## config.mk

```make
export PLATFORM = sky130hd
export DESIGN_NAME = l2_plru
export DESIGN_NICKNAME = d
export VERILOG_FILES = /design/src/common/l2_pkg.sv /design/src/l2_store/l2_plru.sv
export SDC_FILE = /design/constraint.sdc
export NUM_CORES = 1
export LEC_CHECK = 0
export ABC_CLOCK_PERIOD_IN_PS = 2600
export BUFFER_PORTS_ARGS = -buffer_cell sky130_fd_sc_hd__buf_2
export CAP_MARGIN = 40
export CORE_MARGIN = 1.5
export CORE_UTILIZATION = 60
export DETAILED_ROUTE_END_ITERATION = 12
export GPL_ROUTABILITY_DRIVEN = 0
export GPL_TIMING_DRIVEN = 0
export PLACE_DENSITY_LB_ADDON = 0.3
export SYNTH_ARGS = -nofsm -noshare
export SYNTH_HDL_FRONTEND = slang
export SYNTH_SLANG_ARGS = --single-unit
```

## constraint.sdc

```tcl
create_clock -name clk -period 2.6 [get_ports clk]
set_input_delay 0.39 -clock clk [delete_from_list [all_inputs] [get_ports clk]]
set_output_delay 0.39 -clock clk [all_outputs]
set_load 0.1 [all_outputs]
```

## src/common/l2_pkg.sv

```systemverilog
package l2_pkg;

    //////////////////////////////
    // cache geometry
    //////////////////////////////
    localparam int NUM_WAYS = 4;
    localparam int NUM_SETS = 16;
    localparam int OFFSET_W = 2;
    localparam int INDEX_W  = 4;
    localparam int TAG_W    = 26;
    localparam int WORD_W   = 32;

    //////////////////////////////
    // vector types
    //////////////////////////////
    // byte address, tag | index | offset
    typedef logic [31:0]           addr_t;
    typedef logic [WORD_W-1:0]     word_t;
    typedef logic [INDEX_W-1:0]    index_t;
    typedef logic [TAG_W-1:0]      tag_t;
    typedef logic [1:0]            way_t;
    // one bit per way
    typedef logic [NUM_WAYS-1:0]   way_mask_t;

    // main controller states
    typedef enum logic [2:0] {
        IDLE,
        LOOKUP,
        CHECK_DIRTY,
        WRITEBACK,
        REFILL_REQ,
        REFILL_WAIT,
        WRITE_MERGE
    } l2_state_e;

    // who issued the held request
    typedef enum logic {
        SRC_ICACHE,
        SRC_DCACHE
    } src_e;

endpackage
```

## src/l2_store/l2_plru.sv

```systemverilog
module l2_plru (
    input  logic              clk,
    input  logic              rstn,
    input  l2_pkg::index_t    index_i,
    input  l2_pkg::way_mask_t use_i,
    output l2_pkg::way_t      victim_o
);
    import l2_pkg::*;

    // bit 0 picks the pair, bit 1 ways 0-1, bit 2 ways 2-3
    logic [2:0] tree_q [NUM_SETS];
    logic [2:0] cur;
    way_t       use_way;

    assign cur = tree_q[index_i];

    // use mask is one-hot
    always_comb begin
        use_way = '0;
        for (int w = 0; w < NUM_WAYS; w++) begin
            if (use_i[w]) begin
                use_way = way_t'(w);
            end
        end
    end

    always_ff @(posedge clk) begin
        if (!rstn) begin
            for (int s = 0; s < NUM_SETS; s++) begin
                tree_q[s] <= '0;
            end
        end else if (|use_i) begin
            // point every node on the path away from the used way
            tree_q[index_i][0] <= ~use_way[1];
            if (use_way[1]) begin
                tree_q[index_i][2] <= ~use_way[0];
            end else begin
                tree_q[index_i][1] <= ~use_way[0];
            end
        end
    end

    assign victim_o = cur[0] ? {1'b1, cur[2]} : {1'b0, cur[1]};

endmodule

```

### Word-level counts from Yosys, hierarchy flattened

Memories as Yosys holds them, arrays and structs flattened.
Index checks and enable logic that the tools add are counted.

| operators by class | value |
|---|---|
| mux-type cells | 19 |
| bitwise logic cells | 2 |
| reductions and logical operators | 2 |

Operators by type and width:

| cell | number |
|---|---|
| 1-bit 2-to-1 mux | 13 |
| 2-bit 2-to-1 mux | 3 |
| 3-bit 2-to-1 mux | 2 |
| 4-bit 2-to-1 mux | 1 |
| 4-bit OR reduction | 1 |
| 3-bit OR reduction | 1 |
| 1-bit NOT | 2 |

| storage, ports and cells | value |
|---|---|
| register bits | 0 |
| bits in writable memories | 48 |
| output and inout bits | 2 |
| memories kept | 1 |

Memories:

| name | words | width | read ports | clocked after Yosys merged registers in | write ports | line | text |
|---|---|---|---|---|---|---|---|
| tree_q | 16 | 3 | 1 | 0 | 16 | l2_plru.sv:11 | `logic [2:0] tree_q [NUM_SETS];` |

### Depth between registers and ports, before layout

| logic depth | value |
|---|---|
| depth in word-level cells | 9 |
| depth in mapped cells | 6 |
| depth with buffers taken out | 4 |

### Worst setup path after synthesis

No wires, ideal clock.

| path | value |
|---|---|
| path kind | input port to output port |
| start point | in index_i[0] |
| end point | out victim_o[0] |
| arrival time | 2.446 ns |
| setup slack | -0.236 ns |
| stages | 5 |
| path buffers | 1 |
| path through | buf_6 mux4_2 a22oi_1 nand2_1 mux2_4 |

| between the ends | value |
|---|---|
| longest elaborated chain between the ends | 2 |

Ends and longest elaborated chain:

| item | line | text |
|---|---|---|
| start: declaration | l2_plru.sv:4 | `input l2_pkg::index_t index_i,` |
| memory read 16 x 3 bit | - |  |
| 2-bit 2-to-1 mux | l2_plru.sv:43 | `assign victim_o = cur[0] ? {1'b1, cur[2]} : {1'b0, cur[1]};` |
| end: declaration | l2_plru.sv:6 | `output l2_pkg::way_t victim_o` |

Every way passes these cells.

### Final worst setup path

| path | value |
|---|---|
| start point | in index_i[1] |
| end point | out victim_o[0] |

Same word-level chain as after synthesis.

==> metrics.md <==
| Metric | Value |
|---|---|
| Critical Path AT | `2110 ps` |
| Setup crit start kind | `primary input` |
| Hold path depth | `2` |
| Max-cap violations | `0` |
| Hold Path End | `tree_q[12][0]` |
| P&R area growth vs syn | `8.504%` |
| WP buf/inv | `3` |
| Worst-path clk slew | `90 ps` |
| CP cell instances | `buf_2, buf_2, mux4_2, a22oi_1, nand2_1, mux2_4, buf_2` |
| CTS tree | `yes` |
| Total gr overflow | `0` |
| H-tree levels | `2` |
| Worst-Margin Slew | `634.3 ps` |
| Cts bufs inserted | `5` |
| CTS root buf | `clkbuf_8` |
| Post-CTS setup buffer count | `0` |
| PD cells | `614.5 nW/um^2` |
| Syn avg cell area | `11.74 sq um` |
| Chip height | `67.57 microns` |
| Fin crit share | `0.9611` |
| Initial drt markers | `95` |
| Initial Util | `0.6253` |
| CP Capture Type | `output port` |
| Post-synth cell types | `20` |
| First-pass GRT wire length | `8.721 mm` |
| ANT nets after route | `0` |
| Port Buffer Count | `8` |
| Sequential share of the synthesized area | `0.5763` |
| Max Fclk | `0.4002 GHz` |
| Final total power | `0.001668 W` |
| Routed WL per cell | `19.49 microns` |
| CP max stage delay | `370 ps` |
| Final #Nets | `238` |
| CTS Sinks | `48` |
| Avg Vias per Cell | `6.341` |
| DR pass1 iterations | `4` |
| Max reg flops | `48` |
| Endpoints failing setup | `0` |
| Worst Path Required | `2210 ps` |
| Final WL | `5.439 mm` |
| Crit path max fanout | `10` |
| Leakage power | `0.8502 nW` |
| Worst path slowest cell | `mux4_2` |
| Core area | `4000 sq um` |
| Hold_sp | `rstn` |
| Biggest regs | `tree_q (48)` |
| Post-Synthesis Cells | `213` |
| Commonest non-fill, non-tap cells in the layout | `nor2_1 (51), edfxtp_1 (48), o21ai_0 (33)` |
| Vias | `1,769` |
| Status | `finished, final reports clean` |
| DP HPWL | `3.849 mm` |
| Synth Cell Area | `2501 sq um` |
| Synth area leaders | `edfxtp_1 (58%), nor2_1 (7.7%), o21ai_0 (6.6%)` |
| Area share of the largest cell type after synthesis | `0.5763` |
| Hold Crit Class | `in -> reg` |
| Rows | `23` |
| Syn_nets | `223` |
| CTS Hold Buffers Added | `0` |
| DRC Markers | `0` |
| RSZ-0062 raised after global routing | `no` |
| Tot GR Track Use | `0.2745` |
| Worst VDD drop | `0.3828 mV` |
| Setup_tns | `0 ps` |
| Largest register by flop count | `tree_q` |
| Filler instances | `312` |
| Initial antenna violation count | `0` |
| Die Wd | `67.57 microns` |
| Vias in the first global route | `1,732` |
| Delay-heaviest family, CP | `buffers and inverters` |
| Largest area contributor in the synthesized netlist | `edfxtp_1` |
| # IOs | `12` |
| # diodes | `0` |
| Relative slew margins | `0.5753` |
| Clock tree buffer depth | `2` |
| Final Max Slew Viols | `0` |
| Ys Warns | `0` |
| Commonest non-fill, non-tap cell in the layout | `nor2_1` |
| Seq cells post-synth | `48` |
| Critical path type | `in -> out` |
| Layout cells sized above 1 | `0.1397` |
| Post-CTS resize count | `0` |
| Top cell by count, worst path | `buf_2` |
| Post-layout min period | `2499 ps` |
| Largest net degree at the start of global routing | `15` |
| Area of the die | `4565 sq um` |
| Final Hold Fails | `0` |
## cell usage after synthesis, drive strengths merged
| cell | count |
|---|---|
| o211ai | 1 |
| and2 | 17 |
| nand2 | 15 |
| nor2b | 4 |
| o21ai | 33 |
| nand3 | 4 |
| edfxtp | 48 |
| mux2 | 1 |
| nor2 | 51 |
| a22oi | 6 |
| clkbuf | 12 |
| o41ai | 1 |
| or4 | 1 |
| buf | 6 |
| mux4 | 12 |
| nand3b | 1 |
## cell families (layout without fill, tap and decap cells)
group,Yosys count,count (layout),share of synthesized area
multiplexers,13,13,0.1216
buffers and inverters,18,34,0.03652
flip-flops,48,48,0.5763
AND/OR/NAND/NOR,93,93,0.1656
AO/OA/AOI/OAI,41,41,0.1001
## metrics by stage
stage                     hold slack [ps]  setup WS [ps]  cells  cell area, sq um    util
final                               512.1          101.2    279              2714  0.6784
after global routing                526.9          6.046    279              2714  0.6784
after CTS                           508.0          101.0    279              2714  0.6784
after detailed placement            819.2          101.4    271              2606  0.6515
after global placement              809.6          125.1    271              2606  0.6515
after floorplan                     761.8          61.33    213              2504       -
## where the power goes
part | switching [W] | internal (W)
registers | 0.0000127 | 0.000898
clock network | 0.000238 | 0.000285
logic | 0.000154 | 0.0000799
total | 0.000405 | 0.00126
## how the worst max path moves through the flow
stage / start / end / slack (ps) / depth (start not counted)
finish: index_i[1] / victim_o[0] / 100 / 7
global route: index_i[1] / victim_o[0] / 6 / 7
CTS: index_i[1] / victim_o[0] / 100 / 7
detailed placement: index_i[1] / victim_o[0] / 100 / 7
global placement: index_i[1] / victim_o[0] / 130 / 7
floorplan: index_i[0] / victim_o[0] / 60 / 5
## routing by layer
layer,share of wire,global-route usage,routed length [microns]
met5,0,0,0
met4,0.0085,0.05867,46
met3,0.094,0.06333,512
met2,0.51,0.4596,2749
met1,0.39,0.3688,2130
## layout make-up
class	count	area (sq um)	area share
Clock inverter	2	35.03	0.01291
Buffer	18	91.34	0.03366
Timing Repair Buffer	8	40.04	0.01475
Sequential cell	48	1441	0.5311
Clock buffer	6	72.57	0.02674
Tap cell	50	62.56	0.02305
Multi-Input combinational cell	147	970.9	0.3578
(Power assumes the default switching activity.)
