`src/common/l2_pkg.sv`:
```
package l2_pkg;

    //////////////////////////////
    // cache geometry
    //////////////////////////////
    localparam int NUM_WAYS = 4;
    localparam int NUM_SETS = 16;
    localparam int OFFSET_W = 2;
    localparam int INDEX_W  = 4;
    localparam int TAG_W    = 26;
    localparam int WORD_W   = 32;

    //////////////////////////////
    // vector types
    //////////////////////////////
    // byte address, tag | index | offset
    typedef logic [31:0]           addr_t;
    typedef logic [WORD_W-1:0]     word_t;
    typedef logic [INDEX_W-1:0]    index_t;
    typedef logic [TAG_W-1:0]      tag_t;
    typedef logic [1:0]            way_t;
    // one bit per way
    typedef logic [NUM_WAYS-1:0]   way_mask_t;

    // main controller states
    typedef enum logic [2:0] {
        IDLE,
        LOOKUP,
        CHECK_DIRTY,
        WRITEBACK,
        REFILL_REQ,
        REFILL_WAIT,
        WRITE_MERGE
    } l2_state_e;

    // who issued the held request
    typedef enum logic {
        SRC_ICACHE,
        SRC_DCACHE
    } src_e;

endpackage
```
`src/l2_ctrl/l2_req_buffer.sv`:
```
module l2_req_buffer (
    input  logic           clk,
    input  logic           rstn,
    input  logic           icache_req_i,
    input  l2_pkg::addr_t  icache_addr_i,
    input  logic           dcache_req_i,
    input  logic           dcache_wr_i,
    input  l2_pkg::addr_t  dcache_addr_i,
    input  l2_pkg::word_t  dcache_wdata_i,
    input  logic           accept_i,
    output logic           icache_addr_ok_o,
    output logic           dcache_addr_ok_o,
    output l2_pkg::index_t req_index_o,
    output l2_pkg::tag_t   req_tag_o,
    output l2_pkg::src_e   req_src_o,
    output logic           req_wr_o,
    output l2_pkg::word_t  req_wdata_o,
    output logic           req_pending_o
);
    import l2_pkg::*;

    logic  grant_d;
    logic  grant_i;
    addr_t addr_q;

    // dcache wins a tie
    assign grant_d = dcache_req_i;
    assign grant_i = icache_req_i & ~dcache_req_i;

    assign req_pending_o    = icache_req_i | dcache_req_i;
    assign dcache_addr_ok_o = accept_i & grant_d;
    assign icache_addr_ok_o = accept_i & grant_i;

    // control fields
    always_ff @(posedge clk) begin
        if (!rstn) begin
            req_src_o <= SRC_ICACHE;
            req_wr_o  <= 1'b0;
        end else if (accept_i && req_pending_o) begin
            req_src_o <= grant_d ? SRC_DCACHE : SRC_ICACHE;
            req_wr_o  <= grant_d & dcache_wr_i;
        end
    end

    // address and write payload
    always_ff @(posedge clk) begin
        if (accept_i && req_pending_o) begin
            addr_q      <= grant_d ? dcache_addr_i : icache_addr_i;
            req_wdata_o <= dcache_wdata_i;
        end
    end

    assign req_index_o = addr_q[OFFSET_W +: INDEX_W];
    assign req_tag_o   = addr_q[OFFSET_W + INDEX_W +: TAG_W];

endmodule

```
`config.mk`:
```
export PLATFORM = sky130hd
export DESIGN_NAME = l2_req_buffer
export DESIGN_NICKNAME = d
export VERILOG_FILES = /design/src/common/l2_pkg.sv /design/src/l2_ctrl/l2_req_buffer.sv
export SDC_FILE = /design/constraint.sdc
export NUM_CORES = 1
export LEC_CHECK = 0
export ABC_AREA = 1
export CORE_MARGIN = 2
export CORE_UTILIZATION = 55
export CTS_BUF_LIST = sky130_fd_sc_hd__clkbuf_2 sky130_fd_sc_hd__clkbuf_4 sky130_fd_sc_hd__clkbuf_8
export DETAILED_ROUTE_END_ITERATION = 8
export DONT_BUFFER_PORTS = 1
export PLACE_DENSITY = 0.77
export RECOVER_POWER = 100
export SLEW_MARGIN = 20
export SYNTH_ARGS = -nofsm -noshare
export SYNTH_HDL_FRONTEND = slang
export SYNTH_SLANG_ARGS = --single-unit
```
`constraint.sdc`:
```
create_clock -name clk -period 3.17 [get_ports clk]
set_clock_uncertainty 0.2 [all_clocks]
set_input_delay 0.634 -clock clk [delete_from_list [all_inputs] [get_ports clk]]
set_output_delay 0.634 -clock clk [all_outputs]
set_load 0.02 [all_outputs]
```
# ---- Word level (Yosys, flattened, before mapping)
# Cells that the tools add are included.
# Widths: inputs -> output; s select.
dict set report op_classes {
  n_mux 2
  n_bitwise 6
  n_reduce_logical 1
}
# cell n
set ops {}
lappend ops {{$mux 32} 1}
lappend ops {{$and 1x1->1} 4}
lappend ops {{$logic_and 1x1->1} 1}
lappend ops {{$mux 1} 1}
lappend ops {{$not 1->1} 1}
lappend ops {{$or 1x1->1} 1}
dict set report word_totals {
  reg_bits 66
  inputBits 102
  out_inout_bits 67
  elab_cells 13
}

# ---- Depth between registers and ports, before layout
dict set report logic_depth {
  ltp_word 3
  depth_mapped 5
  mapped_depth_nobuf 4
}

# ---- Worst setup path after synthesis
# Ideal clock, no wire load.
dict set report synth_path {
  kind {input port to flip-flop}
  startpoint {input dcache_req_i}
  endpoint {register addr_q[10], enable pin}
  setup_time_ns 0.416
  t_arrival_ns 2.004
  path_slack_ns 0.550
  cell_stages 3
  path_buffers 1
  path_cell_list {buf_6 > o21ai_2 > inv_1}
}
dict set report synth_via {
  elab_chain_cells 2
}
# element line_no
set synth_rtl {}
lappend synth_rtl {{start: declaration} l2_req_buffer.sv:6} ;# input logic dcache_req_i,
lappend synth_rtl {{$or 1x1->1} l2_req_buffer.sv:30} ;# assign req_pending_o = icache_req_i | dcache_req_i;
lappend synth_rtl {{$logic_and 1x1->1} l2_req_buffer.sv:47} ;# if (accept_i && req_pending_o) begin
lappend synth_rtl {{end signal: assignment} l2_req_buffer.sv:48} ;# addr_q <= grant_d ? dcache_addr_i : icache_addr_i;
lappend synth_rtl {{end: declaration} l2_req_buffer.sv:24} ;# addr_t addr_q;
# No other way between the ends.
# A chain may end at the register's enable or synchronous reset.

# ---- Worst setup path after layout
dict set report layout_path {
  startpoint {input dcache_req_i}
  endpoint {register req_wdata_o[28], enable pin}
}
dict set report layout_via {
  elab_chain_cells 2
}
# element line_no
set layout_rtl {}
lappend layout_rtl {{$or 1x1->1} l2_req_buffer.sv:30}
lappend layout_rtl {{$logic_and 1x1->1} l2_req_buffer.sv:47}
lappend layout_rtl {{end signal: assignment} l2_req_buffer.sv:49} ;# req_wdata_o <= dcache_wdata_i;
lappend layout_rtl {{end: declaration} l2_req_buffer.sv:17} ;# output l2_pkg::word_t req_wdata_o,
# No other way between the ends.

==> flow_summary_export.csv <==
group,metric,value,unit
run_status,status,"complete, no violations",
route,totalWireLength,4562,um
route,avgViaCountPerCell,5.638,
yosys,netlist_area,0.002366,sq mm
route,drc,0,
finish,final_common_cell,"nand2_1",
setup_path,cp_max_fo,35,
sta,fin_crit_sh,64.29,%
floorplan,die_area,0.004843,sq mm
setup_path,worst_setup_path_start_kind,"input port",
floorplan,io_pins,169,
yosys,yosys-top-cells-area,"edfxtp_1 79%, nand2_1 15%, buf_6 1.9%",
route,firstDrtPassIters,4,
yosys,synth_warnings,0,
clock_tree,cts_resized,0,
min_path,hold_end,"req_wdata_o[26]$_DFFE_PP_",
clock_tree,insertion_delay,0.32,ns
setup_path,regToRegEndpoint,"req_src_o$_SDFFE_PN0P_",
min_path,min-delay-path-class,"in2reg",
route,num_vias,1325,
floorplan,core-area,0.004058,sq mm
sta,tightest_slew,1.093,ns
setup_path,worstPathArrival,1.86,ns
grt,track_usage,19.62,%
power_and_ir_drop,finalPower,1.954,mW
yosys,synth_cells,175,
finish,nets,282,
min_path,hold_start,"dcache_wdata_i[26]",
finish,stdcell_count,235,
yosys,syn_avg_cell_area,13.52,sq um
clock_tree,clockBufferDepth,2,
sta,hold_viol,0,
power_and_ir_drop,p_per_area,751.3,mW/mm^2
floorplan,row_count,23,
finish,diodes,0,
clock_tree,cts.sinks,64,
route,drtIter0Drc,97,
placement,place_inst,219,
yosys,synth_seq_cells,64,
setup_path,worst-r2r-cell-count,2,
clock_tree,cts_setup_buffers,0,
grt,gr-total-overflow,0,
yosys,synth_cell_type_count,12,
route,antenna_left,0,
yosys,yosys.area.top_type_share,78.69,%
grt,grt_pass1_vias,1330,
placement,gp_congestion,0.7077,
sta,setup_tns,0,ns
clock_tree,ctsRootBufferMaster,"clkbuf_8",
placement,dp_hpwl,3451,um
sta,fin_crit,2.038,ns
flow_run,cap_violations,0,
yosys,synth_top_area_cell,"edfxtp_1",
floorplan,fp.dieW,69.59,um
power_and_ir_drop,leakage,1.035,nW
min_path,whs_path_depth,0,
placement,placed_area,0.002389,sq mm
setup_path,critPathKind,"in2reg",
sta,maxSlewViolCount,0,
floorplan,die_y,69.59,um
clock_tree,cts_tree,"built",
finish,drive_above_1_share,9.730,%
sta,rsz0062_at_grt,"no",
floorplan,start_util,58.31,%
grt,grt_pass1_wl,6831,um
yosys,synth.yosys.seq_area_share,80.38,%
setup_path,crit_required,2.99,ns
clock_tree,hold_buffers,0,
finish,layout_common_cells,"94 x nand2_1, 62 x edfxtp_1, 9 x clkbuf_8, 4 x inv_1, 3 x clkbuf_4",
clock_tree,clk_pin_slew,0.06,ns
sta,hold_ws,0.1974,ns
power_and_ir_drop,vdd_drop_max,466.7,uV
setup_path,regToRegSetupSlack,2.17,ns
sta,slew_headroom,27.04,%
yosys,syn-num-nets,277,
grt,grt_antenna_before_repair,0,
grt,grt_max_degree,36,
finish,area_growth,9.889,%
clock_tree,htreeDepth,3,
sta,finalSetupViolations,0,
placement,port_buffers,0,
setup_path,worstSetupEndpointType,"register",
clock_tree,cts_made_buffers,9,
route,wl_per_cell,19.41,um
setup_path,rr_startpoint,"req_src_o$_SDFFE_PN0P_",
finish,finalInstanceArea,0.002600,sq mm
sta,max_freq,490.7,MHz
## Yosys cell counts
| cell type | count |
|---|---|
| nand2_1 | 94 |
| or2_2 | 1 |
| a21oi_2 | 1 |
| inv_1 | 2 |
| edfxtp_1 | 62 |
| o21ai_2 | 1 |
| nor2_1 | 2 |
| o21ai_0 | 1 |
| dfxtp_1 | 2 |
| buf_2 | 3 |
| inv_2 | 2 |
| buf_6 | 4 |
## cells by family after synthesis
logic type,Yosys count,synth area share (%)
compound gates,3,0.9518
simple gates,97,15.49
flops,64,80.38
buf+inv,11,3.173
## power breakdown
part           switching (mW)  total [mW]  internal [mW]
clock network           0.272       0.738          0.465
registers               0.126        1.15           1.02
logic                  0.0468      0.0665         0.0197
## worst max-delay path, stage by stage
cell and delay (ns):
o21ai_0 0.10, inv_1 0.81, buf_12 0.30
## layer usage
metal  GRT usage, %  vias to the layer above  wire (um)
met5              0                        -          0
li1               -                      594          -
met4          13.07                        0        148
met3          10.90                       15        553
met1          19.35                      610       1593
met2          31.41                      106       2266
## final cells by class
| type | instances | area (sq um) |
|---|---|---|
| Inverter | 4 | 15.01 |
| Timing Repair Buffer | 1 | 20.02 |
| Tap cell | 50 | 62.56 |
| Sequential cell | 64 | 1902 |
| Multi-Input combinational cell | 100 | 385.4 |
| Clock inverter | 4 | 68.82 |
| Clock buffer | 12 | 146.4 |
| Fill cell | 294 | 1458 |
## registers in the layout, summed over array words and instances, names as in the netlist
signal and flops:
req_wr_o 1, req_wdata_o 32, addr_q 30, req_src_o 1
## worst max path at each step
| stage | start | endpoint | slack (ns) | cells after the start |
|---|---|---|---|---|
| after floorplan | dcache_req_i | addr_q[10]$_DFFE_PP_ | 0.55 | 3 |
| final | dcache_req_i | req_wdata_o[28]$_DFFE_PP_ | 1.13 | 3 |
| after global placement | dcache_req_i | req_wdata_o[29]$_DFFE_PP_ | 1.26 | 3 |
| after detailed placement | dcache_req_i | req_wdata_o[19]$_DFFE_PP_ | 1.20 | 3 |
| after global routing | dcache_req_i | addr_q[29]$_DFFE_PP_ | 0.99 | 3 |
| after CTS | accept_i | icache_addr_ok_o | 1.32 | 2 |
## per-stage QoR
stage | setup WS (ns) | util [%]
2_1_floorplan | 0.5496 | -
3_3_place_gp | 1.258 | 58.87
3_5_place_dp | 1.199 | 58.87
4_1_cts | 1.324 | 64.17
5_1_grt | 0.9915 | 64.08
6_report | 1.132 | 64.08
(Power assumes the default switching activity.)
