## config.mk

```make
export PLATFORM = sky130hd
export DESIGN_NAME = l2_tag_array
export DESIGN_NICKNAME = d
export VERILOG_FILES = /design/src/common/l2_pkg.sv /design/src/l2_store/l2_tag_array.sv
export SDC_FILE = /design/constraint.sdc
export NUM_CORES = 2
export LEC_CHECK = 0
export BUFFER_PORTS_ARGS = -buffer_cell sky130_fd_sc_hd__buf_2
export CORE_MARGIN = 2
export CORE_UTILIZATION = 30
export DETAILED_ROUTE_END_ITERATION = 10
export GPL_ROUTABILITY_DRIVEN = 0
export PLACE_DENSITY_LB_ADDON = 0.15
export SLEW_MARGIN = 25
export SYNTH_ARGS = -nofsm -noshare
export SYNTH_HDL_FRONTEND = slang
export SYNTH_SLANG_ARGS = --single-unit
```

## constraint.sdc

```tcl
create_clock -name clk -period 9.26 [get_ports clk]
set_clock_uncertainty 0.15 [all_clocks]
set_input_delay 0.926 -clock clk [delete_from_list [all_inputs] [get_ports clk]]
set_output_delay 0.926 -clock clk [all_outputs]
set_load 0.02 [all_outputs]
```

## src/common/l2_pkg.sv

```systemverilog
package l2_pkg;

    //////////////////////////////
    // cache geometry
    //////////////////////////////
    localparam int NUM_WAYS = 4;
    localparam int NUM_SETS = 16;
    localparam int OFFSET_W = 2;
    localparam int INDEX_W  = 4;
    localparam int TAG_W    = 26;
    localparam int WORD_W   = 32;

    //////////////////////////////
    // vector types
    //////////////////////////////
    // byte address, tag | index | offset
    typedef logic [31:0]           addr_t;
    typedef logic [WORD_W-1:0]     word_t;
    typedef logic [INDEX_W-1:0]    index_t;
    typedef logic [TAG_W-1:0]      tag_t;
    typedef logic [1:0]            way_t;
    // one bit per way
    typedef logic [NUM_WAYS-1:0]   way_mask_t;

    // main controller states
    typedef enum logic [2:0] {
        IDLE,
        LOOKUP,
        CHECK_DIRTY,
        WRITEBACK,
        REFILL_REQ,
        REFILL_WAIT,
        WRITE_MERGE
    } l2_state_e;

    // who issued the held request
    typedef enum logic {
        SRC_ICACHE,
        SRC_DCACHE
    } src_e;

endpackage
```

## src/l2_store/l2_tag_array.sv

```systemverilog
module l2_tag_array (
    input  logic              clk,
    input  logic              rstn,
    input  l2_pkg::index_t    index_i,
    input  l2_pkg::tag_t      tag_i,
    input  l2_pkg::way_mask_t tag_we_i,
    input  l2_pkg::way_mask_t dirty_set_i,
    input  l2_pkg::way_t      sel_way_i,
    output l2_pkg::way_mask_t hit_mask_o,
    output l2_pkg::tag_t      sel_tag_o,
    output logic              sel_dirty_o
);
    import l2_pkg::*;

    tag_t      tag_q   [NUM_WAYS][NUM_SETS];
    way_mask_t valid_q [NUM_SETS];
    way_mask_t dirty_q [NUM_SETS];

    // valid and dirty bits
    always_ff @(posedge clk) begin
        if (!rstn) begin
            for (int s = 0; s < NUM_SETS; s++) begin
                valid_q[s] <= '0;
                dirty_q[s] <= '0;
            end
        end else begin
            for (int w = 0; w < NUM_WAYS; w++) begin
                if (tag_we_i[w]) begin
                    valid_q[index_i][w] <= 1'b1;
                    dirty_q[index_i][w] <= 1'b0;
                end else if (dirty_set_i[w]) begin
                    dirty_q[index_i][w] <= 1'b1;
                end
            end
        end
    end

    // tag storage
    always_ff @(posedge clk) begin
        for (int w = 0; w < NUM_WAYS; w++) begin
            if (tag_we_i[w]) begin
                tag_q[w][index_i] <= tag_i;
            end
        end
    end

    // parallel compare across ways
    always_comb begin
        for (int w = 0; w < NUM_WAYS; w++) begin
            hit_mask_o[w] = valid_q[index_i][w] && (tag_q[w][index_i] == tag_i);
        end
    end

    assign sel_tag_o   = tag_q[sel_way_i][index_i];
    assign sel_dirty_o = valid_q[index_i][sel_way_i] & dirty_q[index_i][sel_way_i];

endmodule

```

; ---- Word-level counts from Yosys, hierarchy flattened
; Memories as Yosys holds them, arrays and structs flattened.
; Cells that the tools add are included.
; W data, S select, Z words.
[word_totals]
reg_bits = 0
ram_bits = 1792
in_bits = 42
out_inout_bits = 31
mem_count = 3
[op_classes]
magnitude_cmp = 3
eq_ne = 4
mux = 64
bitwise = 6
n_reduce_logical = 7
[memory_table]
columns = name, depth, word_bits, rd, rd_clocked_by_memory_dff, write_ports, line_no
row1 = tag_q, 4, 416, 5, 0, 4, l2_tag_array.sv:15  ; tag_t tag_q [NUM_WAYS][NUM_SETS];
row2 = dirty_q, 16, 4, 1, 0, 16, l2_tag_array.sv:17  ; way_mask_t dirty_q [NUM_SETS];
row3 = valid_q, 16, 4, 1, 0, 16, l2_tag_array.sv:16  ; way_mask_t valid_q [NUM_SETS];
[ops]
columns = operator, count
row1 = $mux W416, 4
row2 = $bmux W26 S4, 5
row3 = $mux W26, 11
row4 = $demux W26 S4, 1
row5 = $eq A26 B26 Y1, 4
row6 = $mux W1, 35
row7 = $mux W4, 6
row8 = $reduce_or A4 Y1, 2
row9 = $ge A5 B5 Y1 const B, 1
row10 = $logic_and A1 B1 Y1, 5
row11 = $lt A5 B1 Y1 const B, 1
row12 = $not A4 Y5, 1
row13 = $bmux W1 S2, 2
row14 = $or A1 B1 Y1, 4
row15 = $lt A2 B3 Y1 const B, 1
row16 = $and A1 B1 Y1, 1

; ---- Logic depth before layout (Yosys ltp)
[depth]
depth_word = 7
ltp_mapped = 14
ltp_nobuf = 7

; ---- Worst setup path before layout
; No wires, ideal clock.
[synth_path]
kind = input to output
from = in index_i[0]
to = out hit_mask_o[0]
t_arrival_ps = 3551
required_time_ps = 8184
slack_ps = 4633
path_stages = 9
n_path_buf = 3
path_cell_list = buf_6 > buf_6 > buf_2 > mux4_2 > mux4_2 > xnor2_1 > nor4_1 > nand4_1 > a2111oi_2
[synth_via]
elab_chain_cells = 6
[synth_rtl]
columns = element, line_no
row1 = start: declaration, l2_tag_array.sv:4  ; input l2_pkg::index_t index_i,
row2 = $not A4 Y5 (not written as such), l2_tag_array.sv:50  ; hit_mask_o[w] = valid_q[index_i][w] && (tag_q[w][index_i] == tag_i);
row3 = $bmux W26 S4, l2_tag_array.sv:50
row4 = $mux W26 (not written as such) (2 in a row), l2_tag_array.sv:50
row5 = $eq A26 B26 Y1, l2_tag_array.sv:50
row6 = $logic_and A1 B1 Y1 *, l2_tag_array.sv:50
row7 = end: declaration, l2_tag_array.sv:9  ; output l2_pkg::way_mask_t hit_mask_o,
; Mark *: on every way between the ends. The rest lies on a longest branch, timed or not. The select of a mux whose other input is x is not followed.

; ---- Worst setup path after layout
[layout_path]
from = in index_i[1]
to = out hit_mask_o[2]
; Same word-level chain as after synthesis.

==> results.md <==
* Outcome: finished, final reports clean
* DRC viols at 0
* Wire per inst at around 46 µm
* Area growth, synth to finish at 14.4%
* CTS buffer count at 202
* Setup crit end kind: primary output
* DRT antenna net count at 0
* CTS tree: done
* Pre-antenna DRT Iters at 7
* Sequential element share of the synthesized area at between 60% and 70%
* Vert. Die Dim at 533 µm
* Via density at 6.23
* DP HPWL at ~240000 µm
* Synth Flop Type: edfxtp_1
* Clock Tree Root: clkbuf_16
* WP data required at approximately 8200 ps
* Initial antenna violation count at 27
* Core ar. at roughly 280000 µm²
* Type of the worst min-delay path: in2reg
* Critical path's slowest cell: nor4_2
* Cell repeated most along the worst path: buf_4
* Setup repair after global routing missed its margin: false
* VDD IR max at 0.154 mV
* Die width at roughly 530 µm
* CTS sink count at ~1800
* Most frequent cells in the layout: edfxtp_1, mux4_2, clkbuf_16, mux2i_1, buf_4
* Vias in the first global route at slightly above 50000
* Filler instances at 26038
* Maximum clock rate at between 0.1 and 0.15 GHz
* CP peak stage delay at 920 ps
* Reg area at roughly 53000 µm²
* WS Path Type: in2out
* CTS H-tree lvls at 4
* Reported max-cap violation count at 0
* Tmin final at approximately 7200 ps
* Critical path arrival at 6130 ps
* Fraction of registers with async set/reset at 0%
* Synth area leader: edfxtp_1
* Initial Utilization at 30.1%
* Clock Latency Late Sink at a little under 900 ps
* Net count reported at finish at 4534
* Clock-pin slew on the worst setup and hold paths at 60 ps
* Via count at 52363
* Setup TNS at 0 ps
* Syn Std Cell Area at ~84000 µm²
* Slew HR at 21.0%
* Total gr overflow at 0
* Yosys reg bits at approximately 1800
* DR iter-0 viols at 8427
* CTS max path bufs at 3
* Crit-path cells: buf_8, buf_4, buf_4, nor2b_2, buf_4, a22oi_1, nand2_1, o2111ai_1, nor4_1, o2111ai_1, nor4_2, buf_2
* Top cells by area, synth: edfxtp_1, mux4_2, mux2i_1
* Die area at about 280000 µm²
* PwrDens at around 200 nW/µm²
* Wirelength, routed at 385000 µm
* Total GRT Usage at about a quarter
* Number of setup violations in the final report at 0
* Largest net degree at the start of global routing at approximately 120
* Worst Path Max Fanout at 55
* Ports at 73
* Port Buf Inserts at 72
* Syn nets at between 4000 and 5000
* First-pass GRT wire length at between 500000 and 600000 µm
* Mapped Avg Cell Area at around 19 µm²
* Final core occ at about a third
* Hold Fails Final Rpt at 0
* Share of cells above drive strength 1 at between 30% and 40%
* Number of synthesized flops with an enable pin at 1728
* Most common cell after layout, fill and taps aside: edfxtp_1
* Post-CTS sizing at 0
* Post-CTS setup buffers at 0
* Slew @ Worst Pin at approximately 1200 ps
* Crit path launch type: input port
* Synth Warn # at 0
* Cell variety after synth at 73
* Rows at around 190
* CTS Hold Bufs at 0
* Post-synth top area share at 61.8%
* Crit share post-route at between 70% and 80%
* Multi-input logic area at just under 30000 µm²
* Leakage at a little under 0.03 µW
* Slew Viols, Final at 0
* Power Total at just under 20000 µW
* Cells after synthesis at roughly 4400
[worst max-delay path: cells and delay by family]
| kind | cells | cell delay, ps |
|---|---|---|
| and+or+nand+nor | 4 | 2170 |
| buffers and inverters | 5 | 2240 |
| AOI/OAI and AO/OA | 3 | 550 |
[layout make-up]
type	instances	area share, %
well taps	3724	4.85
multi-input cells	2214	30.4
flip-flops and latches	1792	55.4
diodes	13	0.0339
inverters	23	0.0991
repair buffers	259	2.19
clock buffers	245	5.56
clock inverters	130	1.45
[metrics by stage]
| step | cells | instance area [µm²] | hold WS, ps | setup WS [ps] |
|---|---|---|---|---|
| after detailed placement | 8011 | 89200 | 300 | 2220 |
| after global placement | 8009 | 89200 | 291 | 1920 |
| after floorplan | 4385 | 83900 | 285 | 4630 |
| after global routing | 8392 | 96000 | 274 | 2150 |
| after CTS | 8386 | 95900 | 224 | 2220 |
| final | 8400 | 96000 | 284 | 2050 |
[worst paths after layout]
check | slack, ps | cells past startpoint | endpoint | start
worst max register to register | 8470 | 1 | valid_q[1][3]$_DFF_P_ | valid_q[1][3]$_DFF_P_
worst min register to register | 310 | 1 | valid_q[13][3]$_DFF_P_ | valid_q[13][3]$_DFF_P_
worst min-delay path | 280 | 2 | dirty_q[2][3]$_SDFFCE_PN0P_ | rstn
worst max-delay path | 2050 | 12 | hit_mask_o[2] | index_i[1]
[power by group]
part | switching [µW] | internal [µW] | leakage, µW
sequential | 89.1 | 9070 | 0.0162
combinational | 1330 | 692 | 0.0104
clock | 3540 | 4730 | 0.00327
[cells in the mapped netlist, drive strengths merged, types with 19 or more instances]
master  count
a22o       20
nor3       26
edfxtp   1728
xnor2      73
dfxtp      64
o21a       67
inv        19
buf       212
mux2i     174
o22ai      43
nor2      150
o21ai     142
nand4      21
clkbuf    144
and3       70
a221oi     39
a21oi      32
a22oi     139
nand3      23
nand2     105
mux4      864
mux2       47
[layer usage]
| metal | routed length (µm) | global-route usage, % |
|---|---|---|
| met2 | 177000 | 41.1 |
| met4 | 21300 | 13.0 |
| met5 | 99 | 0 |
| met1 | 150000 | 34.9 |
| met3 | 36900 | 6.41 |
[state kept, by name, summed over array words and instances, names as in the netlist]
register and cells:
tag_q 1664, dirty_q 64, valid_q 64
[cell families (layout without fill, tap and decap cells)]
kind of cell           after synthesis  in the layout  share of synthesized area (%)
buffers and inverters              379            657                           2.32
XOR/XNOR                            87             87                          0.908
other                                0             13                              0
multiplexers                      1085           1085                           25.9
AND/OR/NAND/NOR                    456            456                           2.61
AO/OA/AOI/OAI                      586            586                           4.91
flip-flops                        1792           1792                           63.4
Power figures use the tool's default switching activity.
