**src/common/l2_pkg.sv**
```systemverilog
package l2_pkg;

    //////////////////////////////
    // cache geometry
    //////////////////////////////
    localparam int NUM_WAYS = 4;
    localparam int NUM_SETS = 16;
    localparam int OFFSET_W = 2;
    localparam int INDEX_W  = 4;
    localparam int TAG_W    = 26;
    localparam int WORD_W   = 32;

    //////////////////////////////
    // vector types
    //////////////////////////////
    // byte address, tag | index | offset
    typedef logic [31:0]           addr_t;
    typedef logic [WORD_W-1:0]     word_t;
    typedef logic [INDEX_W-1:0]    index_t;
    typedef logic [TAG_W-1:0]      tag_t;
    typedef logic [1:0]            way_t;
    // one bit per way
    typedef logic [NUM_WAYS-1:0]   way_mask_t;

    // main controller states
    typedef enum logic [2:0] {
        IDLE,
        LOOKUP,
        CHECK_DIRTY,
        WRITEBACK,
        REFILL_REQ,
        REFILL_WAIT,
        WRITE_MERGE
    } l2_state_e;

    // who issued the held request
    typedef enum logic {
        SRC_ICACHE,
        SRC_DCACHE
    } src_e;

endpackage
```
**src/l2_ctrl/l2_main_fsm.sv**
```systemverilog
module l2_main_fsm (
    input  logic              clk,
    input  logic              rstn,
    input  logic              req_pending_i,
    input  l2_pkg::src_e      req_src_i,
    input  logic              req_wr_i,
    input  l2_pkg::index_t    req_index_i,
    input  l2_pkg::tag_t      req_tag_i,
    input  l2_pkg::way_mask_t hit_mask_i,
    input  l2_pkg::way_t      victim_way_i,
    input  logic              victim_dirty_i,
    input  l2_pkg::tag_t      victim_tag_i,
    input  l2_pkg::word_t     victim_word_i,
    input  l2_pkg::word_t     hit_word_i,
    input  logic              mem_addr_ok_w_i,
    input  logic              mem_addr_ok_r_i,
    input  logic              mem_data_ok_i,
    input  l2_pkg::word_t     mem_rdata_i,
    output logic              accept_o,
    output logic              icache_data_ok_o,
    output logic              dcache_data_ok_o,
    output l2_pkg::word_t     rdata_o,
    output logic              mem_req_r_o,
    output logic              mem_req_w_o,
    output logic              mem_rdy_o,
    output l2_pkg::addr_t     mem_addr_o,
    output l2_pkg::word_t     mem_wdata_o,
    output l2_pkg::way_mask_t use_o,
    output l2_pkg::way_mask_t data_we_o,
    output logic              data_sel_mem_o,
    output l2_pkg::way_mask_t tag_we_o,
    output l2_pkg::way_mask_t dirty_set_o,
    output l2_pkg::way_t      sel_way_o
);
    import l2_pkg::*;

    l2_state_e state_q;
    l2_state_e state_d;
    way_t      victim_q;
    way_mask_t victim_mask;
    logic      hit;
    logic      rd_done;

    assign hit         = |hit_mask_i;
    assign victim_mask = way_mask_t'(1) << victim_q;

    always_ff @(posedge clk) begin
        if (!rstn) begin
            state_q <= IDLE;
        end else begin
            state_q <= state_d;
        end
    end

    // victim is frozen at the dirty check
    always_ff @(posedge clk) begin
        if (!rstn) begin
            victim_q <= '0;
        end else if (state_q == CHECK_DIRTY) begin
            victim_q <= victim_way_i;
        end
    end

    //////////////////////////////
    // next state and strobes
    //////////////////////////////
    always_comb begin
        state_d        = state_q;
        accept_o       = 1'b0;
        rd_done        = 1'b0;
        mem_req_r_o    = 1'b0;
        mem_req_w_o    = 1'b0;
        mem_rdy_o      = 1'b0;
        use_o          = '0;
        data_we_o      = '0;
        data_sel_mem_o = 1'b0;
        tag_we_o       = '0;
        dirty_set_o    = '0;
        case (state_q)
            IDLE: begin
                accept_o = req_pending_i;
                if (req_pending_i) begin
                    state_d = LOOKUP;
                end
            end
            LOOKUP: begin
                if (hit) begin
                    use_o   = hit_mask_i;
                    state_d = IDLE;
                    if (req_wr_i) begin
                        data_we_o   = hit_mask_i;
                        dirty_set_o = hit_mask_i;
                    end else begin
                        rd_done = 1'b1;
                    end
                end else begin
                    state_d = CHECK_DIRTY;
                end
            end
            CHECK_DIRTY: begin
                state_d = victim_dirty_i ? WRITEBACK : REFILL_REQ;
            end
            WRITEBACK: begin
                mem_req_w_o = 1'b1;
                if (mem_addr_ok_w_i) begin
                    state_d = REFILL_REQ;
                end
            end
            REFILL_REQ: begin
                mem_req_r_o = 1'b1;
                if (mem_addr_ok_r_i) begin
                    state_d = REFILL_WAIT;
                end
            end
            REFILL_WAIT: begin
                mem_rdy_o = 1'b1;
                if (mem_data_ok_i) begin
                    // fill the line, valid and clean
                    tag_we_o       = victim_mask;
                    data_we_o      = victim_mask;
                    data_sel_mem_o = 1'b1;
                    if (req_wr_i) begin
                        state_d = WRITE_MERGE;
                    end else begin
                        use_o   = victim_mask;
                        rd_done = 1'b1;
                        state_d = IDLE;
                    end
                end
            end
            WRITE_MERGE: begin
                // store word lands on top of the refilled line
                data_we_o   = victim_mask;
                dirty_set_o = victim_mask;
                use_o       = victim_mask;
                state_d     = IDLE;
            end
            default: begin
                state_d = IDLE;
            end
        endcase
    end

    assign icache_data_ok_o = rd_done & (req_src_i == SRC_ICACHE);
    assign dcache_data_ok_o = rd_done & (req_src_i == SRC_DCACHE);

    // return mux: refill word or hit word
    assign rdata_o = (state_q == REFILL_WAIT) ? mem_rdata_i : hit_word_i;

    assign sel_way_o = (state_q == CHECK_DIRTY) ? victim_way_i : victim_q;

    // write-back uses the victim tag, refill the held one
    assign mem_addr_o = (state_q == WRITEBACK) ?
                        {victim_tag_i, req_index_i, {OFFSET_W{1'b0}}} :
                        {req_tag_i, req_index_i, {OFFSET_W{1'b0}}};
    assign mem_wdata_o = victim_word_i;

endmodule

```
**config.mk**
```make
export PLATFORM = sky130hd
export DESIGN_NAME = l2_main_fsm
export DESIGN_NICKNAME = d
export VERILOG_FILES = /design/src/common/l2_pkg.sv /design/src/l2_ctrl/l2_main_fsm.sv
export SDC_FILE = /design/constraint.sdc
export NUM_CORES = 1
export LEC_CHECK = 0
export BUFFER_PORTS_ARGS = -buffer_cell sky130_fd_sc_hd__buf_2
export CORE_AREA = 8 8 106 108
export DETAILED_ROUTE_END_ITERATION = 10
export DIE_AREA = 0 0 114 116
export PLACE_DENSITY_LB_ADDON = 0.05
export SLEW_MARGIN = 20
export SYNTH_ARGS = -nofsm -noshare
export SYNTH_HDL_FRONTEND = slang
export SYNTH_SLANG_ARGS = --single-unit
export TNS_END_PERCENT = 1
```
**constraint.sdc**
```tcl
create_clock -name clk -period 1.6 [get_ports clk]
set_input_delay 0.16 -clock clk [delete_from_list [all_inputs] [get_ports clk]]
set_output_delay 0.16 -clock clk [all_outputs]
set_load 0.05 [all_outputs]
```
# --- Yosys cells after proc, flatten, opt, wreduce, memory -nomap -nowiden ---
# Index checks and enable logic that the tools add are counted.
word_totals:
  regBits: 5
  latch_bits: 0
  mem_bits_rw: 0
  mem_bits_ro: 0
  in_bits: 167
  output_inout_bits: 121
  memories: 0
op_classes:
  n_addsub: 0
  multipliers: 0
  div: 0
  magnitude_cmp: 0
  n_eq_ne: 10
  shift: 1
  mux: 31
  n_bitwise: 3
  n_reduce_logical: 3
ops:
  columns: ["cell", "n"]
  rows:
  - ["32-bit 2-to-1 mux", 2]
  - ["4-bit 2-to-1 mux", 7]
  - ["4-bit one-hot mux with 3 select lines", 2]
  - ["3-bit 2-to-1 mux", 6]
  - ["3-bit one-hot mux with 6 select lines", 1]
  - ["3-bit == test, second input constant", 3]
  - ["1-bit 2-to-1 mux", 9]
  - ["2-bit != test, second input constant", 4]
  - ["4-bit one-hot mux with 2 select lines", 1]
  - ["3-bit by 2-bit == test with 1-bit output, second input constant", 2]
  - ["2-bit 2-to-1 mux", 2]
  - ["4-bit AND reduction", 1]
  - ["4-bit OR reduction", 1]
  - ["1-bit by 2-bit << shifter with 4-bit output, first input constant", 1]
  - ["3-bit by 1-bit == test with 1-bit output, second input constant", 1]
  - ["3-bit logical NOT", 1]
  - ["1-bit bitwise AND", 2]
  - ["1-bit one-hot mux with 2 select lines", 1]
  - ["1-bit inverter", 1]

# --- Longest topological paths before layout ---
depth:
  depth_word: 4
  mapped_depth: 5
  mapped_depth_nobuf: 4

# --- Least setup slack after synthesis ---
# No wires, ideal clock.
synth_timing:
  path_type: "reg2out"
  startpoint: "register state_q[2]"
  endpoint: "output accept_o"
  arrival_time_ps: 2162
  slack_ps: -722
  stages_incl_launch_ff: 3
  n_path_buf: 1
  cell_sequence: "dfxtp_1 clkbuf_1 nor4b_1"
synth_between:
  elab_chain_cells: 2
synth_rtl:
  columns: ["item", "line_no", "rtl"]
  rows:
  - ["from (decl)", "l2_main_fsm.sv:37", "l2_state_e state_q;"]
  - ["from (signal assigned)", "l2_main_fsm.sv:51", "state_q <= state_d;"]
  - ["3-bit logical NOT", "l2_main_fsm.sv:79", "case (state_q)"]
  - ["1-bit 2-to-1 mux", "l2_main_fsm.sv:79", null]
  - ["to (decl)", "l2_main_fsm.sv:19", "output logic accept_o,"]
# Every way passes these cells.

# --- Worst setup path after layout ---
layout_timing:
  startpoint: "register state_q[1]"
  endpoint: "output rdata_o[10]"
layout_between:
  elab_chain_cells: 2
layout_rtl:
  columns: ["item", "line_no", "rtl"]
  rows:
  - ["3-bit == test", "l2_main_fsm.sv:148", "assign rdata_o = (state_q == REFILL_WAIT) ? mem_rdata_i : hit_word_i;"]
  - ["32-bit 2-to-1 mux", "l2_main_fsm.sv:148", null]
  - ["to (decl)", "l2_main_fsm.sv:22", "output l2_pkg::word_t rdata_o,"]
# Every way passes these cells.

==> impl_results.html <==
<table>
<tr><th>Metric</th><th>Value</th></tr>
<tr><th colspan="2">Global routing</th></tr>
<tr><td>Global route overflow</td><td>0</td></tr>
<tr><td>Met2 track demand over resource in global routing</td><td>between 20 and 25%</td></tr>
<tr><td>GR Layer Usage met1</td><td>approximately an eighth</td></tr>
<tr><td>Via count of the first global-routing pass</td><td>around 2200</td></tr>
<tr><td>Global-route wire length before repair</td><td>roughly 13000 µm</td></tr>
<tr><td>Maximum number of pins on one net before global-route repair</td><td>17</td></tr>
<tr><td>GR met3 Demand/Resource</td><td>under 10%</td></tr>
<tr><td>Number of antenna violations at the first check in global routing</td><td>2</td></tr>
<tr><td>GRT Total Usage</td><td>12.6%</td></tr>
<tr><td>Global routing's busiest layer</td><td>met2</td></tr>
<tr><th colspan="2">Yosys</th></tr>
<tr><td>Top FF cell, synth</td><td>sky130_fd_sc_hd__dfxtp_1</td></tr>
<tr><td>Sequential-to-total area share from yosys stat</td><td>between 6 and 7%</td></tr>
<tr><td>Number of standard cells after synthesis</td><td>between 150 and 200</td></tr>
<tr><td>Leading cell type by number of instances after synthesis</td><td>sky130_fd_sc_hd__mux2_2</td></tr>
<tr><td>Cell types with the highest counts after synthesis</td><td>sky130_fd_sc_hd__mux2_2, sky130_fd_sc_hd__buf_4, sky130_fd_sc_hd__mux2_4, sky130_fd_sc_hd__o21ai_0, sky130_fd_sc_hd__nand2_1</td></tr>
<tr><td>Count of flip-flops with a built-in enable after synthesis</td><td>0</td></tr>
<tr><td>Count of warnings emitted by yosys</td><td>0</td></tr>
<tr><td>Number of distinct library cells after synthesis</td><td>32</td></tr>
<tr><td>Most area-hungry cell type in the Yosys netlist</td><td>sky130_fd_sc_hd__mux2_2</td></tr>
<tr><td>Dominant cells by area after synthesis</td><td>sky130_fd_sc_hd__mux2_2, sky130_fd_sc_hd__buf_4, sky130_fd_sc_hd__mux2_4, sky130_fd_sc_hd__dfxtp_1, sky130_fd_sc_hd__o21ai_0</td></tr>
<tr><td>Synth async-reset ratio</td><td>0%</td></tr>
<tr><td>Cell area after synthesis</td><td>approximately 1600 µm²</td></tr>
<tr><td>Proportion of netlist area held by the largest area contributor</td><td>a little under 30%</td></tr>
<tr><td>Synthesis-stage register bit count</td><td>5</td></tr>
<tr><td>Average footprint of a synthesized cell</td><td>between 8 and 9 µm²</td></tr>
<tr><th colspan="2">Timing</th></tr>
<tr><td>Final hold viol count</td><td>0</td></tr>
<tr><td>Sum Neg Setup Slack</td><td>-7.53 ns</td></tr>
<tr><td>Final WS setup</td><td>-0.151 ns</td></tr>
<tr><td>Final min period</td><td>1.75 ns</td></tr>
<tr><td>Setup violations, final</td><td>between 60 and 70</td></tr>
<tr><td>RSZ-0062 raised after global routing</td><td>true</td></tr>
<tr><td>Fin crit share</td><td>109%</td></tr>
<tr><td>Slew Limit Fails</td><td>0</td></tr>
<tr><td>Clk_skew</td><td>0.00423 ns</td></tr>
<tr><td>Max frequency</td><td>roughly 0.57 GHz</td></tr>
<tr><th colspan="2">Worst setup path</th></tr>
<tr><td>Largest delay contributor family on the critical path</td><td>flip-flops</td></tr>
<tr><td>Data required, critical path</td><td>between 1 and 1.5 ns</td></tr>
<tr><td>Combined buffer and inverter count along the critical path</td><td>2</td></tr>
<tr><td>Worst endpoint data arrival time</td><td>1.59 ns</td></tr>
<tr><td>Startpoint-to-endpoint class of the critical path</td><td>flip-flop to output pin</td></tr>
<tr><td>Cell-by-cell trace of the critical path</td><td>nor2b_4 -&gt; and2_4 -&gt; buf_12 -&gt; mux2_2 -&gt; buf_6</td></tr>
<tr><td>Type of origin of the critical path</td><td>flip-flop</td></tr>
<tr><td>Highest cell delay on the worst timing path</td><td>0.36 ns</td></tr>
<tr><td>Critical Path Slowest Stage Cell</td><td>sky130_fd_sc_hd__dfxtp_4</td></tr>
<tr><td>Max Fanout on Critical Path</td><td>16</td></tr>
<tr><td>Nature of the critical path endpoint</td><td>output pin</td></tr>
<tr><th colspan="2">Run status</th></tr>
<tr><td>Failing checks</td><td>setup timing</td></tr>
<tr><td>Status</td><td>complete, but fails checks</td></tr>
<tr><th colspan="2">Route</th></tr>
<tr><td>Routed vias</td><td>2158</td></tr>
<tr><td>Remaining number of nets flagged by the antenna check after routing</td><td>0</td></tr>
<tr><td>DRC</td><td>0</td></tr>
<tr><td>Final wirelength</td><td>approximately 9700 µm</td></tr>
<tr><td>Pre-antenna DRT Iters</td><td>4</td></tr>
<tr><td>Detail-routed via count per cell</td><td>roughly 4.2</td></tr>
<tr><td>Average routed wire per standard cell</td><td>~19 µm</td></tr>
<tr><td>DRC marker count from the first detailed-route iteration</td><td>about 70</td></tr>
<tr><th colspan="2">Final layout</th></tr>
<tr><td>Layout Cells excl Fill</td><td>~520</td></tr>
<tr><td>Net count, final</td><td>about 550</td></tr>
<tr><td>Area overhead of the layout relative to synthesis</td><td>114%</td></tr>
<tr><td>Total non-filler cell area in the finished layout</td><td>3490 µm²</td></tr>
<tr><td>Share of final-layout standard cells stronger than drive strength 1</td><td>85.8%</td></tr>
<tr><th colspan="2">CTS</th></tr>
<tr><td>CTS H-Tree Depth</td><td>1</td></tr>
<tr><td>Clock Latency Late Sink</td><td>approximately 0.22 ns</td></tr>
<tr><td>Clock buffer count from CTS</td><td>3</td></tr>
<tr><td>CTS sink cnt</td><td>5</td></tr>
<tr><td>CTS tree</td><td>built</td></tr>
<tr><td>Clk slew on worst S/H paths</td><td>around 0.04 ns</td></tr>
<tr><td>Clock buffer depth</td><td>2</td></tr>
<tr><td>Buffer type at the clock tree root</td><td>sky130_fd_sc_hd__clkbuf_8</td></tr>
<tr><th colspan="2">Placed design</th></tr>
<tr><td>Cell area after placement</td><td>2680 µm²</td></tr>
<tr><td>Estimated wirelength of the detail-placed design</td><td>about 8000 µm</td></tr>
<tr><td>Total placed cells including tap cells</td><td>slightly above 500</td></tr>
<tr><td>Number of port buffers</td><td>between 200 and 250</td></tr>
<tr><td>Global placement routability congestion</td><td>between 0.8 and 0.9</td></tr>
<tr><td>Pre-CTS setup slack</td><td>-0.0559 ns</td></tr>
<tr><th colspan="2">Power</th></tr>
<tr><td>Total power</td><td>1.35 mW</td></tr>
<tr><td>Worst voltage drop across the vdd grid</td><td>around 290 µV</td></tr>
<tr><td>Leakage power of the design</td><td>1.78 nW</td></tr>
<tr><td>Power per standard cell area</td><td>about 390 nW/µm²</td></tr>
<tr><th colspan="2">Hold path</th></tr>
<tr><td>Hold WC Path Type</td><td>input pin to flip-flop</td></tr>
<tr><th colspan="2">Floorplan</th></tr>
<tr><td>Number of placement rows</td><td>36</td></tr>
<tr><td>Die H</td><td>around 120 µm</td></tr>
<tr><td>I/O pin total</td><td>roughly 290</td></tr>
<tr><td>Placeable Area</td><td>between 9000 and 10000 µm²</td></tr>
<tr><td>Die Span X</td><td>roughly 110 µm</td></tr>
<tr><td>Initial core utilization</td><td>17.0%</td></tr>
<tr><td>Die Area</td><td>between 10000 and 15000 µm²</td></tr>
<tr><th colspan="2">Flow run</th></tr>
<tr><td>Number of maximum-capacitance constraint violations</td><td>0</td></tr>
</table>
==> cell usage in the layout (no fill, tap or decap), drive strengths merged <==
cell | Yosys | final
nor4b | 2 | 2
diode | 0 | 1
a21oi | 2 | 2
and3 | 1 | 1
a2111oi | 1 | 1
and2 | 5 | 5
buf | 47 | 232
nor4 | 1 | 1
o21ai | 18 | 18
a211oi | 1 | 1
nand2 | 12 | 12
o221a | 1 | 1
or4 | 2 | 2
conb | 1 | 2
dfxtp | 5 | 5
nor2b | 3 | 3
nor3b | 1 | 1
nor2 | 8 | 8
clkbuf | 1 | 4
nand2b | 6 | 6
o32ai | 1 | 1
a31oi | 1 | 1
nor3 | 1 | 1
or2 | 2 | 2
nand3 | 2 | 2
inv | 6 | 6
a221oi | 1 | 1
mux2 | 60 | 60
==> stage by stage <==
stage / utilization, % / hold WS, ns
after floorplan: - / 0.269
after global placement: 28.1 / 0.320
after detailed placement: 28.1 / 0.320
after CTS: 35.1 / 0.182
after global routing: 36.5 / 0.184
final: 36.5 / 0.184
==> cells by family after synthesis <==
logic type | count (synthesis) | share of synthesized area [%]
simple gates | 46 | 15.1
flops | 5 | 6.15
mux | 60 | 45.7
buf+inv | 54 | 23.5
compound gates | 26 | 9.31
other cells | 1 | 0.231
==> flip-flops by register name, indices dropped and copies added (netlist names) <==
register and count:
state_q 3, victim_q 2
==> cell type report <==
type | count | area (µm²)
antenna | 1 | 2.50
timing repair buffer | 232 | 1820
multi-input combinational | 134 | 1330
clock buffer | 4 | 45.0
fill | 1006 | 6060
inverter | 6 | 22.5
tap | 133 | 166
sequential | 5 | 109
==> power breakdown <==
group | switching [mW] | total (mW) | internal (mW)
clock | 0.0699 | 0.242 | 0.172
sequential | 0.00413 | 0.131 | 0.127
combinational | 0.552 | 0.978 | 0.426
==> final timing paths <==
| kind | cells past startpoint | from | end | slack [ns] |
|---|---|---|---|---|
| setup / recovery | 5 | state_q[1] | rdata_o[10] | -0.15 |
| hold / removal | 2 | mem_addr_ok_w_i | state_q[1] | 0.18 |
| setup reg to reg | 6 | state_q[2] | state_q[1] | 0.19 |
| hold reg to reg | 2 | victim_q[0] | victim_q[0] | 0.70 |
==> what timing repair did <==
action,4_1_cts,5_1_grt
gates cloned,2,0
resized for setup,182,41
hold buffers,0,0
endpoints found under the setup margin,76,78
pin swaps,3,6
buffers inserted,1,0
==> routing by layer <==
layer  part of all wire (%)  routed length (µm)
met1                     34                3290
met2                     55                5340
met3                    9.8                 943
met4                   0.88                  85
met5                   0.13                  13
(Power assumes the default switching activity.)
